## config.mk

```make
export PLATFORM = sky130hd
export DESIGN_NAME = cpu_datapath
export DESIGN_NICKNAME = d
export VERILOG_FILES = /design/src/logic/lc3b_isa_pkg.sv /design/src/logic/lc3b_pipe_pkg.sv /design/src/logic/control_rom.sv /design/src/logic/cpu_datapath.sv /design/src/logic/execute_unit.sv /design/src/logic/fetch_ctrl.sv /design/src/logic/regfile.sv /design/src/logic/retire_counter.sv
export VERILOG_INCLUDE_DIRS = /design/src /design/src/logic
export SDC_FILE = /design/constraint.sdc
export NUM_CORES = 1
export LEC_CHECK = 0
export ABC_AREA = 0
export BUFFER_PORTS_ARGS = -buffer_cell sky130_fd_sc_hd__buf_4
export CORE_AREA = 2 2 185 187
export CTS_CLUSTER_SIZE = 20
export DETAILED_ROUTE_END_ITERATION = 7
export DIE_AREA = 0 0 187 189
export PLACE_DENSITY = 0.61
export SLEW_MARGIN = 20
export SYNTH_ARGS = -nofsm -noshare
export SYNTH_HDL_FRONTEND = slang
export SYNTH_SLANG_ARGS = --single-unit
```

## constraint.sdc

```tcl
create_clock -name clk -period 4.45 [get_ports clk]
set_input_delay 0 -clock clk [delete_from_list [all_inputs] [get_ports clk]]
set_output_delay 0 -clock clk [all_outputs]
set_load 0.01 [all_outputs]
```

## src/logic/lc3b_cfg.svh

```systemverilog
// ~~~~~~~~~~~~~~~~~~~~~~~~~~~~~~~~~~~~~~~~~~~~~~~~~~~~~~~~~~~~
// Global sizing and reset values for the LC-3b pipeline.
// Include wherever a width or the boot address is needed.
// ~~~~~~~~~~~~~~~~~~~~~~~~~~~~~~~~~~~~~~~~~~~~~~~~~~~~~~~~~~~~
`ifndef LC3B_CFG_SVH
`define LC3B_CFG_SVH

// Data and address word
`define LC3B_WORD_W 16

// First fetch address after reset
`define LC3B_RESET_PC 16'h0000

// Width of the retired-instruction count
`define LC3B_RETIRE_W 16

`endif

```

## src/logic/lc3b_isa_pkg.sv

```systemverilog
// ~~~~~~~~~~~~~~~~~~~~~~~~~~~~~~~~~~~~~~~~~~~~~~~~~~~~~~~~~~~~
// Architectural types of the LC-3b instruction set.
// Referenced by scoped name from every RTL file.
// ~~~~~~~~~~~~~~~~~~~~~~~~~~~~~~~~~~~~~~~~~~~~~~~~~~~~~~~~~~~~
`include "lc3b_cfg.svh"

package lc3b_isa_pkg;

	typedef logic [`LC3B_WORD_W-1:0] lc3b_word;

	// Register index, also the nzp field of BR
	typedef logic [2:0] lc3b_reg;

	// Condition codes as {n, z, p}
	typedef logic [2:0] lc3b_cc;

	// Opcode field ir[15:12]
	typedef enum logic [3:0] {
		op_br  = 4'b0000, op_add = 4'b0001, op_ldb = 4'b0010, op_stb  = 4'b0011,
		op_jsr = 4'b0100, op_and = 4'b0101, op_ldr = 4'b0110, op_str  = 4'b0111,
		op_rti = 4'b1000, op_not = 4'b1001, op_ldi = 4'b1010, op_sti  = 4'b1011,
		op_jmp = 4'b1100, op_shf = 4'b1101, op_lea = 4'b1110, op_trap = 4'b1111
	} lc3b_opcode;

endpackage : lc3b_isa_pkg

```

## src/logic/lc3b_pipe_pkg.sv

```systemverilog
// ~~~~~~~~~~~~~~~~~~~~~~~~~~~~~~~~~~~~~~~~~~~~~~~~~~~~~~~~~~~~
// Pipeline-side types: control word, stage registers,
// retirement record, redirect request and fetch FSM states.
// ~~~~~~~~~~~~~~~~~~~~~~~~~~~~~~~~~~~~~~~~~~~~~~~~~~~~~~~~~~~~
package lc3b_pipe_pkg;

	typedef enum logic [1:0] {
		alu_pass,
		alu_add,
		alu_and,
		alu_not
	} lc3b_aluop;

	typedef struct packed {
		lc3b_aluop aluop;
		logic sr2mux_sel;   // imm5 instead of SR2
		logic addr_sel;     // write the address adder (LEA)
		logic load_reg;
		logic load_cc;
		logic is_br;
	} lc3b_control_word;

	typedef struct packed {
		logic valid;
		lc3b_isa_pkg::lc3b_word pc_plus2;
		lc3b_isa_pkg::lc3b_word ir;
	} lc3b_if_id;

	typedef struct packed {
		logic valid;
		lc3b_isa_pkg::lc3b_word pc_plus2;
		lc3b_isa_pkg::lc3b_word ir;
		lc3b_isa_pkg::lc3b_word sr1;
		lc3b_isa_pkg::lc3b_word sr2;
		lc3b_isa_pkg::lc3b_reg dest;
		lc3b_control_word ctrl;
	} lc3b_id_ex;

	// One record per instruction leaving execute
	typedef struct packed {
		logic valid;
		lc3b_isa_pkg::lc3b_reg dest;
		lc3b_isa_pkg::lc3b_word data;
		logic load_reg;
	} lc3b_wb;

	typedef struct packed {
		logic taken;
		lc3b_isa_pkg::lc3b_word target;
	} lc3b_redirect;

	typedef enum logic [1:0] {
		S_IDLE,
		S_FETCH,
		S_REDIRECT
	} fetch_state;

endpackage : lc3b_pipe_pkg

```

## src/logic/control_rom.sv

```systemverilog
// ~~~~~~~~~~~~~~~~~~~~~~~~~~~~~~~~~~~~~~~~~~~~~~~~~~~~~~~~~~~~
// Decode ROM. Turns an instruction word into the control word
// carried down the pipe. Unsupported opcodes become no-ops.
// ~~~~~~~~~~~~~~~~~~~~~~~~~~~~~~~~~~~~~~~~~~~~~~~~~~~~~~~~~~~~
`timescale 1ns/10ps

module control_rom (
	input  lc3b_isa_pkg::lc3b_word           i_ir,
	output lc3b_pipe_pkg::lc3b_control_word  o_ctrl
);

	lc3b_isa_pkg::lc3b_opcode opcode;

	assign opcode = lc3b_isa_pkg::lc3b_opcode'(i_ir[15:12]);

	always_comb begin
		// Default is a no-op that still retires
		o_ctrl = '0;
		o_ctrl.aluop = lc3b_pipe_pkg::alu_pass;
		case (opcode)
			lc3b_isa_pkg::op_add, lc3b_isa_pkg::op_and: begin
				o_ctrl.aluop = (opcode == lc3b_isa_pkg::op_add) ?
					lc3b_pipe_pkg::alu_add : lc3b_pipe_pkg::alu_and;
				o_ctrl.sr2mux_sel = i_ir[5];
				o_ctrl.load_reg = 1'b1;
				o_ctrl.load_cc = 1'b1;
			end
			lc3b_isa_pkg::op_not: begin
				o_ctrl.aluop = lc3b_pipe_pkg::alu_not;
				o_ctrl.load_reg = 1'b1;
				o_ctrl.load_cc = 1'b1;
			end
			lc3b_isa_pkg::op_lea: begin
				o_ctrl.addr_sel = 1'b1;
				o_ctrl.load_reg = 1'b1;
			end
			lc3b_isa_pkg::op_br: o_ctrl.is_br = 1'b1;
			default: ;
		endcase
	end

endmodule : control_rom

```

## src/logic/cpu_datapath.sv

```systemverilog
// ~~~~~~~~~~~~~~~~~~~~~~~~~~~~~~~~~~~~~~~~~~~~~~~~~~~~~~~~~~~~
// Three-stage LC-3b core: fetch, decode, execute/writeback.
// Connect an instruction memory with read level and response
// strobe; o_wb shows each retiring instruction.
// ~~~~~~~~~~~~~~~~~~~~~~~~~~~~~~~~~~~~~~~~~~~~~~~~~~~~~~~~~~~~
`timescale 1ns/10ps
`include "lc3b_cfg.svh"

module cpu_datapath (
	input  logic                      clk,
	input  logic                      i_rst,
	output lc3b_isa_pkg::lc3b_word    o_imem_addr,
	output logic                      o_imem_read,
	input  logic                      i_imem_resp,
	input  lc3b_isa_pkg::lc3b_word    i_imem_rdata,
	output lc3b_pipe_pkg::lc3b_wb     o_wb,
	output logic [`LC3B_RETIRE_W-1:0] o_retired
);

	// Fetch to decode
	lc3b_pipe_pkg::lc3b_if_id if_id;
	// Decode
	lc3b_pipe_pkg::lc3b_control_word control_store;
	lc3b_isa_pkg::lc3b_word sr1_out;
	lc3b_isa_pkg::lc3b_word sr2_out;
	lc3b_isa_pkg::lc3b_cc cc_out;
	// Decode to execute
	lc3b_pipe_pkg::lc3b_id_ex id_ex, id_ex_next;
	// Execute
	lc3b_pipe_pkg::lc3b_wb wb;
	lc3b_pipe_pkg::lc3b_redirect redirect;
	logic load_cc;

	fetch_ctrl fetch_ctrl_i (
		.clk,
		.i_rst,
		.i_imem_resp,
		.i_imem_rdata,
		.i_redirect(redirect),
		.o_imem_addr,
		.o_imem_read,
		.o_if_id(if_id)
	);

	control_rom control_rom_i (
		.i_ir(if_id.ir),
		.o_ctrl(control_store)
	);

	regfile regfile_i (
		.clk,
		.i_rst,
		.i_src_a(if_id.ir[8:6]),
		.i_src_b(if_id.ir[2:0]),
		.i_wb(wb),
		.i_load_cc(load_cc),
		.o_reg_a(sr1_out),
		.o_reg_b(sr2_out),
		.o_cc(cc_out)
	);

	// Taken branch in execute kills whatever sits in decode
	always_comb begin
		id_ex_next.valid = if_id.valid && !redirect.taken;
		id_ex_next.pc_plus2 = if_id.pc_plus2;
		id_ex_next.ir = if_id.ir;
		id_ex_next.sr1 = sr1_out;
		id_ex_next.sr2 = sr2_out;
		id_ex_next.dest = if_id.ir[11:9];
		id_ex_next.ctrl = control_store;
	end

	// Execute never waits, so no load enable
	always_ff @(posedge clk) begin
		id_ex <= id_ex_next;
		if (i_rst)
			id_ex.valid <= 1'b0;
	end

	execute_unit execute_unit_i (
		.i_id_ex(id_ex),
		.i_cc(cc_out),
		.o_wb(wb),
		.o_load_cc(load_cc),
		.o_redirect(redirect)
	);

	retire_counter retire_counter_i (
		.clk,
		.i_rst,
		.i_retire(wb.valid),
		.o_count(o_retired)
	);

	assign o_wb = wb;

endmodule : cpu_datapath

```

## src/logic/execute_unit.sv

```systemverilog
// ~~~~~~~~~~~~~~~~~~~~~~~~~~~~~~~~~~~~~~~~~~~~~~~~~~~~~~~~~~~~
// Execute/writeback stage. ALU, PC-relative address adder and
// branch test; produces the retirement record and redirect.
// ~~~~~~~~~~~~~~~~~~~~~~~~~~~~~~~~~~~~~~~~~~~~~~~~~~~~~~~~~~~~
`timescale 1ns/10ps
`include "lc3b_cfg.svh"

module execute_unit (
	input  lc3b_pipe_pkg::lc3b_id_ex    i_id_ex,
	input  lc3b_isa_pkg::lc3b_cc        i_cc,
	output lc3b_pipe_pkg::lc3b_wb       o_wb,
	output logic                        o_load_cc,
	output lc3b_pipe_pkg::lc3b_redirect o_redirect
);

	lc3b_isa_pkg::lc3b_word ir;
	lc3b_isa_pkg::lc3b_word sext5;
	lc3b_isa_pkg::lc3b_word off9_shl;
	lc3b_isa_pkg::lc3b_word sr2mux_out;
	lc3b_isa_pkg::lc3b_word alu_out;
	lc3b_isa_pkg::lc3b_word addr_out;
	lc3b_isa_pkg::lc3b_reg nzp;
	lc3b_pipe_pkg::lc3b_control_word ctrl;

	assign ir = i_id_ex.ir;
	assign ctrl = i_id_ex.ctrl;
	assign nzp = ir[11:9];

	assign sext5 = {{(`LC3B_WORD_W-5){ir[4]}}, ir[4:0]};
	// Word offset scaled to bytes
	assign off9_shl = {{(`LC3B_WORD_W-10){ir[8]}}, ir[8:0], 1'b0};

	assign sr2mux_out = ctrl.sr2mux_sel ? sext5 : i_id_ex.sr2;

	always_comb begin
		case (ctrl.aluop)
			lc3b_pipe_pkg::alu_add: alu_out = i_id_ex.sr1 + sr2mux_out;
			lc3b_pipe_pkg::alu_and: alu_out = i_id_ex.sr1 & sr2mux_out;
			lc3b_pipe_pkg::alu_not: alu_out = ~i_id_ex.sr1;
			default: alu_out = i_id_ex.sr1;
		endcase
	end

	assign addr_out = i_id_ex.pc_plus2 + off9_shl;

	always_comb begin
		o_wb.valid = i_id_ex.valid;
		o_wb.dest = i_id_ex.dest;
		o_wb.data = ctrl.addr_sel ? addr_out : alu_out;
		o_wb.load_reg = ctrl.load_reg;
	end

	assign o_load_cc = i_id_ex.valid && ctrl.load_cc;

	// cc here already holds the result of the previous instruction
	assign o_redirect.taken = i_id_ex.valid && ctrl.is_br && |(nzp & i_cc);
	assign o_redirect.target = addr_out;

endmodule : execute_unit

```

## src/logic/fetch_ctrl.sv

```systemverilog
// ~~~~~~~~~~~~~~~~~~~~~~~~~~~~~~~~~~~~~~~~~~~~~~~~~~~~~~~~~~~~
// Fetch FSM. Owns the PC, holds the instruction memory read
// level until the response strobe and fills the IF/ID register.
// ~~~~~~~~~~~~~~~~~~~~~~~~~~~~~~~~~~~~~~~~~~~~~~~~~~~~~~~~~~~~
`timescale 1ns/10ps
`include "lc3b_cfg.svh"

module fetch_ctrl (
	input  logic                        clk,
	input  logic                        i_rst,
	input  logic                        i_imem_resp,
	input  lc3b_isa_pkg::lc3b_word      i_imem_rdata,
	input  lc3b_pipe_pkg::lc3b_redirect i_redirect,
	output lc3b_isa_pkg::lc3b_word      o_imem_addr,
	output logic                        o_imem_read,
	output lc3b_pipe_pkg::lc3b_if_id    o_if_id
);

	lc3b_pipe_pkg::fetch_state state, state_next;
	lc3b_isa_pkg::lc3b_word pc, pc_next, pc_plus2;
	lc3b_pipe_pkg::lc3b_if_id if_id_next;

	assign pc_plus2 = pc + lc3b_isa_pkg::lc3b_word'(2);
	assign o_imem_addr = pc;
	assign o_imem_read = (state == lc3b_pipe_pkg::S_FETCH);

	always_comb begin
		state_next = state;
		pc_next = pc;
		case (state)
			lc3b_pipe_pkg::S_IDLE: state_next = lc3b_pipe_pkg::S_FETCH;
			lc3b_pipe_pkg::S_FETCH: begin
				if (i_imem_resp)
					pc_next = pc_plus2;
			end
			lc3b_pipe_pkg::S_REDIRECT: state_next = lc3b_pipe_pkg::S_FETCH;
			default: state_next = lc3b_pipe_pkg::S_IDLE;
		endcase
		// Branch from execute wins over everything
		if (i_redirect.taken) begin
			state_next = lc3b_pipe_pkg::S_REDIRECT;
			pc_next = i_redirect.target;
		end
	end

	// Response in the redirect cycle belongs to the wrong path
	always_comb begin
		if_id_next.valid = o_imem_read && i_imem_resp && !i_redirect.taken;
		if_id_next.pc_plus2 = pc_plus2;
		if_id_next.ir = i_imem_rdata;
	end

	always_ff @(posedge clk) begin
		if (i_rst) begin
			state <= lc3b_pipe_pkg::S_IDLE;
			pc <= `LC3B_RESET_PC;
		end else begin
			state <= state_next;
			pc <= pc_next;
		end
	end

	always_ff @(posedge clk) begin
		o_if_id <= if_id_next;
		if (i_rst)
			o_if_id.valid <= 1'b0;
	end

	a_addr_stable: assert property (@(posedge clk) disable iff (i_rst)
		(o_imem_read && !i_imem_resp) |=> (!o_imem_read || $stable(o_imem_addr)));

	// One dead cycle, then the target goes out
	a_redirect_gap: assert property (@(posedge clk) disable iff (i_rst)
		i_redirect.taken |=> (state == lc3b_pipe_pkg::S_REDIRECT && !o_imem_read)
			##1 (o_imem_read && o_imem_addr == $past(i_redirect.target, 2)));

endmodule : fetch_ctrl

```

## src/logic/regfile.sv

```systemverilog
// ~~~~~~~~~~~~~~~~~~~~~~~~~~~~~~~~~~~~~~~~~~~~~~~~~~~~~~~~~~~~
// Eight general registers plus the n/z/p register. Writes land
// at the end of execute; decode reads see them by bypass.
// ~~~~~~~~~~~~~~~~~~~~~~~~~~~~~~~~~~~~~~~~~~~~~~~~~~~~~~~~~~~~
`timescale 1ns/10ps
`include "lc3b_cfg.svh"

module regfile (
	input  logic                   clk,
	input  logic                   i_rst,
	input  lc3b_isa_pkg::lc3b_reg  i_src_a,
	input  lc3b_isa_pkg::lc3b_reg  i_src_b,
	input  lc3b_pipe_pkg::lc3b_wb  i_wb,
	input  logic                   i_load_cc,
	output lc3b_isa_pkg::lc3b_word o_reg_a,
	output lc3b_isa_pkg::lc3b_word o_reg_b,
	output lc3b_isa_pkg::lc3b_cc   o_cc
);

	lc3b_isa_pkg::lc3b_word regs [8];
	lc3b_isa_pkg::lc3b_cc cc_next;
	logic wr_en;

	assign wr_en = i_wb.valid && i_wb.load_reg;

	always_comb begin
		if (i_wb.data[`LC3B_WORD_W-1])
			cc_next = 3'b100;
		else if (i_wb.data == '0)
			cc_next = 3'b010;
		else
			cc_next = 3'b001;
	end

	always_ff @(posedge clk) begin
		if (i_rst) begin
			for (int i = 0; i < 8; i++)
				regs[i] <= '0;
			o_cc <= 3'b010;  // all registers are zero
		end else begin
			if (wr_en)
				regs[i_wb.dest] <= i_wb.data;
			if (i_load_cc)
				o_cc <= cc_next;
		end
	end

	assign o_reg_a = (wr_en && i_wb.dest == i_src_a) ? i_wb.data : regs[i_src_a];
	assign o_reg_b = (wr_en && i_wb.dest == i_src_b) ? i_wb.data : regs[i_src_b];

	a_dest_known: assert property (@(posedge clk) disable iff (i_rst)
		wr_en |-> !$isunknown(i_wb.dest));

endmodule : regfile

```

## src/logic/retire_counter.sv

```systemverilog
// ~~~~~~~~~~~~~~~~~~~~~~~~~~~~~~~~~~~~~~~~~~~~~~~~~~~~~~~~~~~~
// Counts instructions leaving execute, no-ops and branches too.
// ~~~~~~~~~~~~~~~~~~~~~~~~~~~~~~~~~~~~~~~~~~~~~~~~~~~~~~~~~~~~
`timescale 1ns/10ps
`include "lc3b_cfg.svh"

module retire_counter (
	input  logic                      clk,
	input  logic                      i_rst,
	input  logic                      i_retire,
	output logic [`LC3B_RETIRE_W-1:0] o_count
);

	// Wraps silently at full width
	always_ff @(posedge clk) begin
		if (i_rst)
			o_count <= '0;
		else if (i_retire)
			o_count <= o_count + `LC3B_RETIRE_W'(1);
	end

endmodule : retire_counter

```

==> flow_metrics.py, run 1 <==
metrics = {
    "outcome": {
        "run_status": "completed",
    },
    "worst_setup_path": {
        "slowest_delay_ns": 0.46,
        "cp_max_fo": 16,
        "cpLargestDelayFamily": "compound AO/OA/AOI/OAI gates",
        "cpMaxStageDelayCell": "a221o_1",
        "cp.arrival_ns": 4.40,
        "critPathKind": "flip-flop to flip-flop",
        "critPathBufInv": 2,
        "worst_ep_required_time_ns": 4.89,
        "cp-end-kind": "flip-flop",
        "crit_chain": "buf_4 > nand2_1 > o21ai_0 > ha_1 > a21o_1 > a221o_1 > a21oi_1 > mux2_2 > o21ai_1 > buf_4 > and4_1 > nand4_1 > a311o_1",
        "cp_common_cell": "buf_4",
        "start_kind": "flip-flop",
    },
    "yosys": {
        "ys_ff_latch": 266,
        "synth_edf_count": 128,
        "yosysTopAreaCell": "edfxtp_1",
        "syn_area_per_cell_um2": 11.0,
        "synth_area_leaders": "edfxtp_1 29%, dfxtp_1 21%, mux4_2 11%, nor2_1 5.4%, a211oi_1 3.1%",
        "yosysSeqAreaShare_pct": 50.0,
        "ys_types": 70,
        "yosysTopAreaCellShare_pct": 29.1,
        "netlist_instances": 1196,
        "yosysMostFrequentCell": "nor2_1",
        "async_reset_ff_share_pct": 0,
        "synth_nets": 1249,
        "synth_ff_type": "dfxtp_1",
        "synth_common_cells": "191 x nor2_1, 138 x dfxtp_1, 128 x edfxtp_1",
        "netlist_area_mm2": 0.0132,
        "ys_warn_count": 0,
    },
    "sta": {
        "timing.final.setup_violations": 0,
        "grt_setup_unrepaired": "false",
        "setup_slack_ns": 0.488,
        "max_slew_margin_pct": 24.0,
        "fin_tns_setup_ns": 0,
        "skew_ns": 0.0287,
        "worst-slew-pin-transition_ns": 1.14,
        "layout_min_cycle_time_ns": 3.96,
        "period_share_pct": 89.0,
        "finalHoldViolCount": 0,
        "fmax_mhz": 252,
        "slew_viol_final": 0,
    },
    "power": {
        "vdd_drop_max_uv": 319,
        "power_density_mw_per_mm2": 391,
        "p_leak_uw": 0.00599,
    },
    "grt": {
        "grt_start_max_net_pins": 51,
        "grt_pass1_wl_um": 55300,
        "grt_pass1_vias": 9556,
        "antenna_found_initial": 1,
        "grt_usage_pct": 19.9,
        "overflow": 0,
    },
    "die": {
        "num_rows": 67,
        "die_h_um": 189,
        "io_pins": 73,
        "core_area_mm2": 0.0333,
        "start_util_pct": 39.7,
        "dieArea_mm2": 0.0353,
        "die_x_um": 187,
    },
    "clock_network": {
        "clock_latency_ns": 0.58,
        "cts_tree": "built",
        "htreeDepth": 1,
        "clk_pin_slew_worst_paths_ns": 0.06,
        "cts_made_buffers": 29,
        "clkSinkCount": 266,
        "post_cts_buffers": 0,
        "cts_max_path_buffers": 3,
        "cts-root-buf": "clkbuf_16",
    },
    "placement": {
        "gp_congestion": 0.880,
        "dp_cells": 1658,
        "place_worst_setup_slack_ns": 0.580,
        "dp_hpwl_um": 23500,
        "io_buffers": 72,
    },
    "cells_and_area": {
        "area_growth_pct": 16.3,
        "filler_cell_count": 3053,
        "num_antenna_cells": 0,
        "final_nets": 1312,
        "drive_gt1_share_pct": 19.0,
        "fin_cells": 1729,
        "utilization_pct": 46.1,
    },
    "drt": {
        "wl_um": 34600,
        "vias_per_cell": 5.48,
        "first_pass_iters": 5,
        "wire_per_inst_um": 20.0,
        "ant_nets": 0,
        "drc": 0,
        "drt_iter0_drc": 712,
        "vias": 9479,
    },
    "min_path": {
        "min_path_type": "primary input to flip-flop",
    },
    "run": {
        "maxCapViolations": 0,
    },
}
stage by stage:
step                      hold WS [ns]  power, uW  instance area (um2)
final                           0.0650       6010                15400
after CTS                       0.0352       6070                15400
after global routing            0.0572       6250                15400
after floorplan                 0.0277       3300                13200
after global placement           0.105       3560                14200
after detailed placement         0.106       3570                14200
path summary, 6_finish.rpt:
check	slack, ns	cells past startpoint	from	end
max	0.49	13	id_ex[4]$_SDFF_PN0_	regfile_i.o_cc[0]$_SDFFE_PP0P_
max reg2reg	0.49	13	id_ex[4]$_SDFF_PN0_	regfile_i.o_cc[0]$_SDFFE_PP0P_
min reg2reg	0.33	0	fetch_ctrl_i.o_if_id[9]$_DFF_P_	id_ex[7]$_DFF_P_
min	0.06	2	i_imem_rdata[10]	fetch_ctrl_i.o_if_id[10]$_DFF_P_
placed cells by master (no fill, tap or decap), drive strengths merged, types with 6 or more instances in the layout:
cell / Yosys / routed
nor2: 191 / 191
dfxtp: 138 / 138
edfxtp: 128 / 128
buf: 26 / 104
mux4: 64 / 64
a21oi: 60 / 60
a211oi: 57 / 57
nand2: 53 / 53
clkbuf: 64 / 44
inv: 40 / 41
nor2b: 39 / 39
xor2: 34 / 34
ha: 32 / 32
xnor2: 30 / 30
o21ai: 28 / 28
nand3: 21 / 21
nand2b: 19 / 19
and3: 19 / 19
dlygate4sd3: 0 / 18
a21o: 13 / 13
nor3: 13 / 13
mux2i: 11 / 11
a31oi: 9 / 9
and2: 7 / 7
o211ai: 7 / 7
mux2: 7 / 7
nand4: 6 / 6
nor3b: 6 / 6
and4: 6 / 6
per-layer routing:
metal  global-route usage, %  wire [um]
met5                       0         23
met4                    5.65        847
met3                    2.95       1750
met2                    33.1      16500
met1                    27.0      15500
state kept, by name, indices dropped and copies added (netlist names):
register,flops
fetch_ctrl_i.o_if_id,33
fetch_ctrl_i.o_imem_addr,16
fetch_ctrl_i.state,2
id_ex,68
regfile_i.o_cc,3
regfile_i.regs,128
retire_counter_i.o_count,16
final cells by class:
class                   count  area (um2)  share of cell area, %
clock buffers              44         873                   5.69
clock inverters             9         121                  0.791
inverters                  41         154                   1.00
multi-input cells         799        6070                   39.5
flip-flops and latches    266        6610                   43.1
well taps                 448         561                   3.65
repair buffers            122         961                   6.26
where the power goes:
group | total [uW] | leakage [uW] | internal, uW | switching [uW]
Combinational | 795 | 0.00306 | 351 | 444
Clock | 2480 | 0.000480 | 1470 | 1000
Sequential | 2740 | 0.00246 | 2660 | 84.0
Total | 6010 | 0.00599 | 4480 | 1530
logic make-up after synthesis:
logic type | count (synthesis) | synth area share, %
AO/OA/AOI/OAI | 222 | 11.7
XOR/XNOR | 64 | 4.25
adder cells (fa/ha/maj) | 34 | 3.34
buffers and inverters | 131 | 4.08
flip-flops | 266 | 50.0
multiplexers | 82 | 12.3
AND/OR/NAND/NOR | 397 | 14.3
timing repair:
item / CTS / global route
resized for setup: 0 / 0
hold endpoints to repair: 49 / 0
hold buffers: 18 / 0
Power figures use the tool's default switching activity.
==> run 2: changes to the inputs <==
--- a/config.mk
+++ b/config.mk
@@ -12,7 +12,7 @@
 export CTS_CLUSTER_SIZE = 20
 export DETAILED_ROUTE_END_ITERATION = 7
 export DIE_AREA = 0 0 187 189
-export PLACE_DENSITY = 0.61
+export PLACE_DENSITY = 0.53
 export SLEW_MARGIN = 20
 export SYNTH_ARGS = -nofsm -noshare
 export SYNTH_HDL_FRONTEND = slang
==> run 2 against run 1 <==
Net effect:
- utilization is 0.47 points higher
- clock power is 6% higher
- die area stayed put
- sequential power hardly changed
==> flow_metrics.py, run 2 (synthesis gave the netlist of run 1 again) <==
metrics = {
    "outcome": {
        "run_status": "completed",
    },
    "drt": {
        "drc": 0,
        "vias": 9489,
        "wl_um": 35700,
        "vias_per_cell": 5.45,
        "ant_nets": 0,
        "wire_per_inst_um": 20.5,
        "first_pass_iters": 5,
        "drt_iter0_drc": 764,
    },
    "clock_network": {
        "cts-root-buf": "clkbuf_16",
        "cts_max_path_buffers": 3,
        "cts_tree": "built",
        "post_cts_resize_count": 0,
        "clk_pin_slew_worst_paths_ns": 0.06,
        "clkSinkCount": 266,
        "clock_latency_ns": 0.56,
        "cts_made_buffers": 30,
        "htreeDepth": 1,
    },
    "sta": {
        "fmax_mhz": 263,
        "layout_min_cycle_time_ns": 3.80,
        "fin_tns_setup_ns": 0,
        "skew_ns": 0.0180,
        "max_slew_margin_pct": 30.8,
        "worst-slew-pin-transition_ns": 1.04,
        "finalHoldViolCount": 0,
        "grt_setup_unrepaired": "false",
        "slew_viol_final": 0,
        "setup_slack_ns": 0.647,
        "timing.final.setup_violations": 0,
        "period_share_pct": 85.5,
    },
    "worst_setup_path": {
        "cp.arrival_ns": 3.80,
        "cpLargestDelayFamily": "compound AO/OA/AOI/OAI gates",
        "critPathBufInv": 4,
        "cpMaxStageDelayCell": "ha_1",
        "start_kind": "flip-flop",
        "cp_max_fo": 16,
        "critPathKind": "flip-flop to primary output",
        "cp-end-kind": "primary output",
        "slowest_delay_ns": 0.43,
        "crit_chain": "buf_4 > nand2_1 > o21ai_0 > ha_1 > a211oi_2 > o21bai_1 > a221oi_2 > o21bai_1 > mux2i_1 > nor4_2 > buf_4 > inv_1 > buf_4",
        "worst_ep_required_time_ns": 4.45,
        "cp_common_cell": "buf_4",
    },
    "cells_and_area": {
        "area_growth_pct": 17.4,
        "fin_cells": 1742,
        "filler_cell_count": 3131,
        "final_common_cell": "nor2_1",
        "regMostFlops": "regfile_i.regs",
        "reg.largest.list": "regfile_i.regs (128), id_ex (68), fetch_ctrl_i.o_if_id (33)",
        "drive_gt1_share_pct": 19.9,
        "regArea_mm2": 0.00661,
        "largest_register_ffs": 128,
        "final_nets": 1322,
        "layout_common_cells": "191 x nor2_1, 135 x dfxtp_1, 128 x edfxtp_1, 113 x buf_4, 64 x mux4_2",
        "multi_input_area_mm2": 0.00607,
    },
    "die": {
        "start_util_pct": 39.7,
        "io_pins": 73,
        "die_h_um": 189,
        "num_rows": 67,
        "dieArea_mm2": 0.0353,
        "core_area_mm2": 0.0333,
        "die_x_um": 187,
    },
    "placement": {
        "dp_cells": 1667,
        "io_buffers": 72,
        "gp_congestion": 0.879,
        "dp_hpwl_um": 24700,
        "place_worst_setup_slack_ns": 0.689,
    },
    "grt": {
        "grt_start_max_net_pins": 51,
        "overflow": 0,
        "grt_usage_pct": 20.2,
        "antenna_found_initial": 0,
        "grt_pass1_wl_um": 55600,
        "grt_pass1_vias": 9491,
    },
    "power": {
        "vdd_drop_max_uv": 334,
        "power_density_mw_per_mm2": 398,
        "p_leak_uw": 0.00608,
        "p_total_uw": 6170,
    },
    "min_path": {
        "min_path_type": "primary input to flip-flop",
    },
    "run": {
        "maxCapViolations": 0,
    },
}
[run 2: cell types whose count changed in the layout (fill, tap and decap cells not counted), moves of 2 or more]
cell | before | now
buf_4 | 104 | 113
clkbuf_16 | 30 | 32
clkinv_2 | 1 | 3
clkinv_4 | 2 | 0
[run 2: final cells by class]
class	count	share of cell area, %
flip-flops and latches	266	42.6
multi-input cells	799	39.1
repair buffers	131	6.63
clock buffers	46	6.02
well taps	448	3.61
inverters	41	0.992
clock inverters	10	0.952
diodes	1	0.0161
[run 2: timing repair]
| item | in CTS | in global routing |
|---|---|---|
| setup buffers | 0 | 0 |
| hold buffers | 18 | 0 |
| endpoints found under the hold margin | 42 | 0 |
[run 2: final timing paths]
check | startpoint | endpoint | slack [ns] | cells past startpoint
worst max-delay path | id_ex[4]$_SDFF_PN0_ | o_wb[16] | 0.65 | 13
worst min-delay path | i_imem_rdata[8] | fetch_ctrl_i.o_if_id[8]$_DFF_P_ | 0.08 | 2
worst max register to register | id_ex[4]$_SDFF_PN0_ | regfile_i.o_cc[0]$_SDFFE_PP0P_ | 0.69 | 13
worst min register to register | fetch_ctrl_i.o_if_id[10]$_DFF_P_ | id_ex[8]$_DFF_P_ | 0.33 | 0
[run 2: per-stage QoR]
step                hold slack [ns]  area (um2)  utilization [%]
CTS                          0.0550       15500             46.6
global route                 0.0730       15500             46.6
detailed placement            0.106       14200             42.8
floorplan                    0.0277       13200                -
finish                       0.0841       15500             46.6
global placement              0.105       14200             42.8
[run 2: worst reg2reg max path: stages (launching register included)]
cell     delay (ns)
dfxtp_1        0.32
buf_4          0.19
nand2_1        0.29
o21ai_0        0.16
ha_1           0.39
a21o_1         0.23
a221o_1        0.43
a21oi_1        0.20
mux2_2         0.35
o21ai_1        0.15
buf_4          0.22
and4_1         0.20
nand4_1        0.18
a311o_1        0.35
[run 2: layer usage]
metal | vias to the layer above | wire (um) | global-route usage, %
met5 | - | 0 | 0
met1 | 4704 | 16000 | 27.2
met4 | 0 | 768 | 5.01
met2 | 242 | 17400 | 34.9
met3 | 40 | 1550 | 2.34
li1 | 4503 | - | -
[run 2: power breakdown]
group	internal [uW]	switching, uW
registers	2660	75.8
logic	354	462
clock network	1620	1010
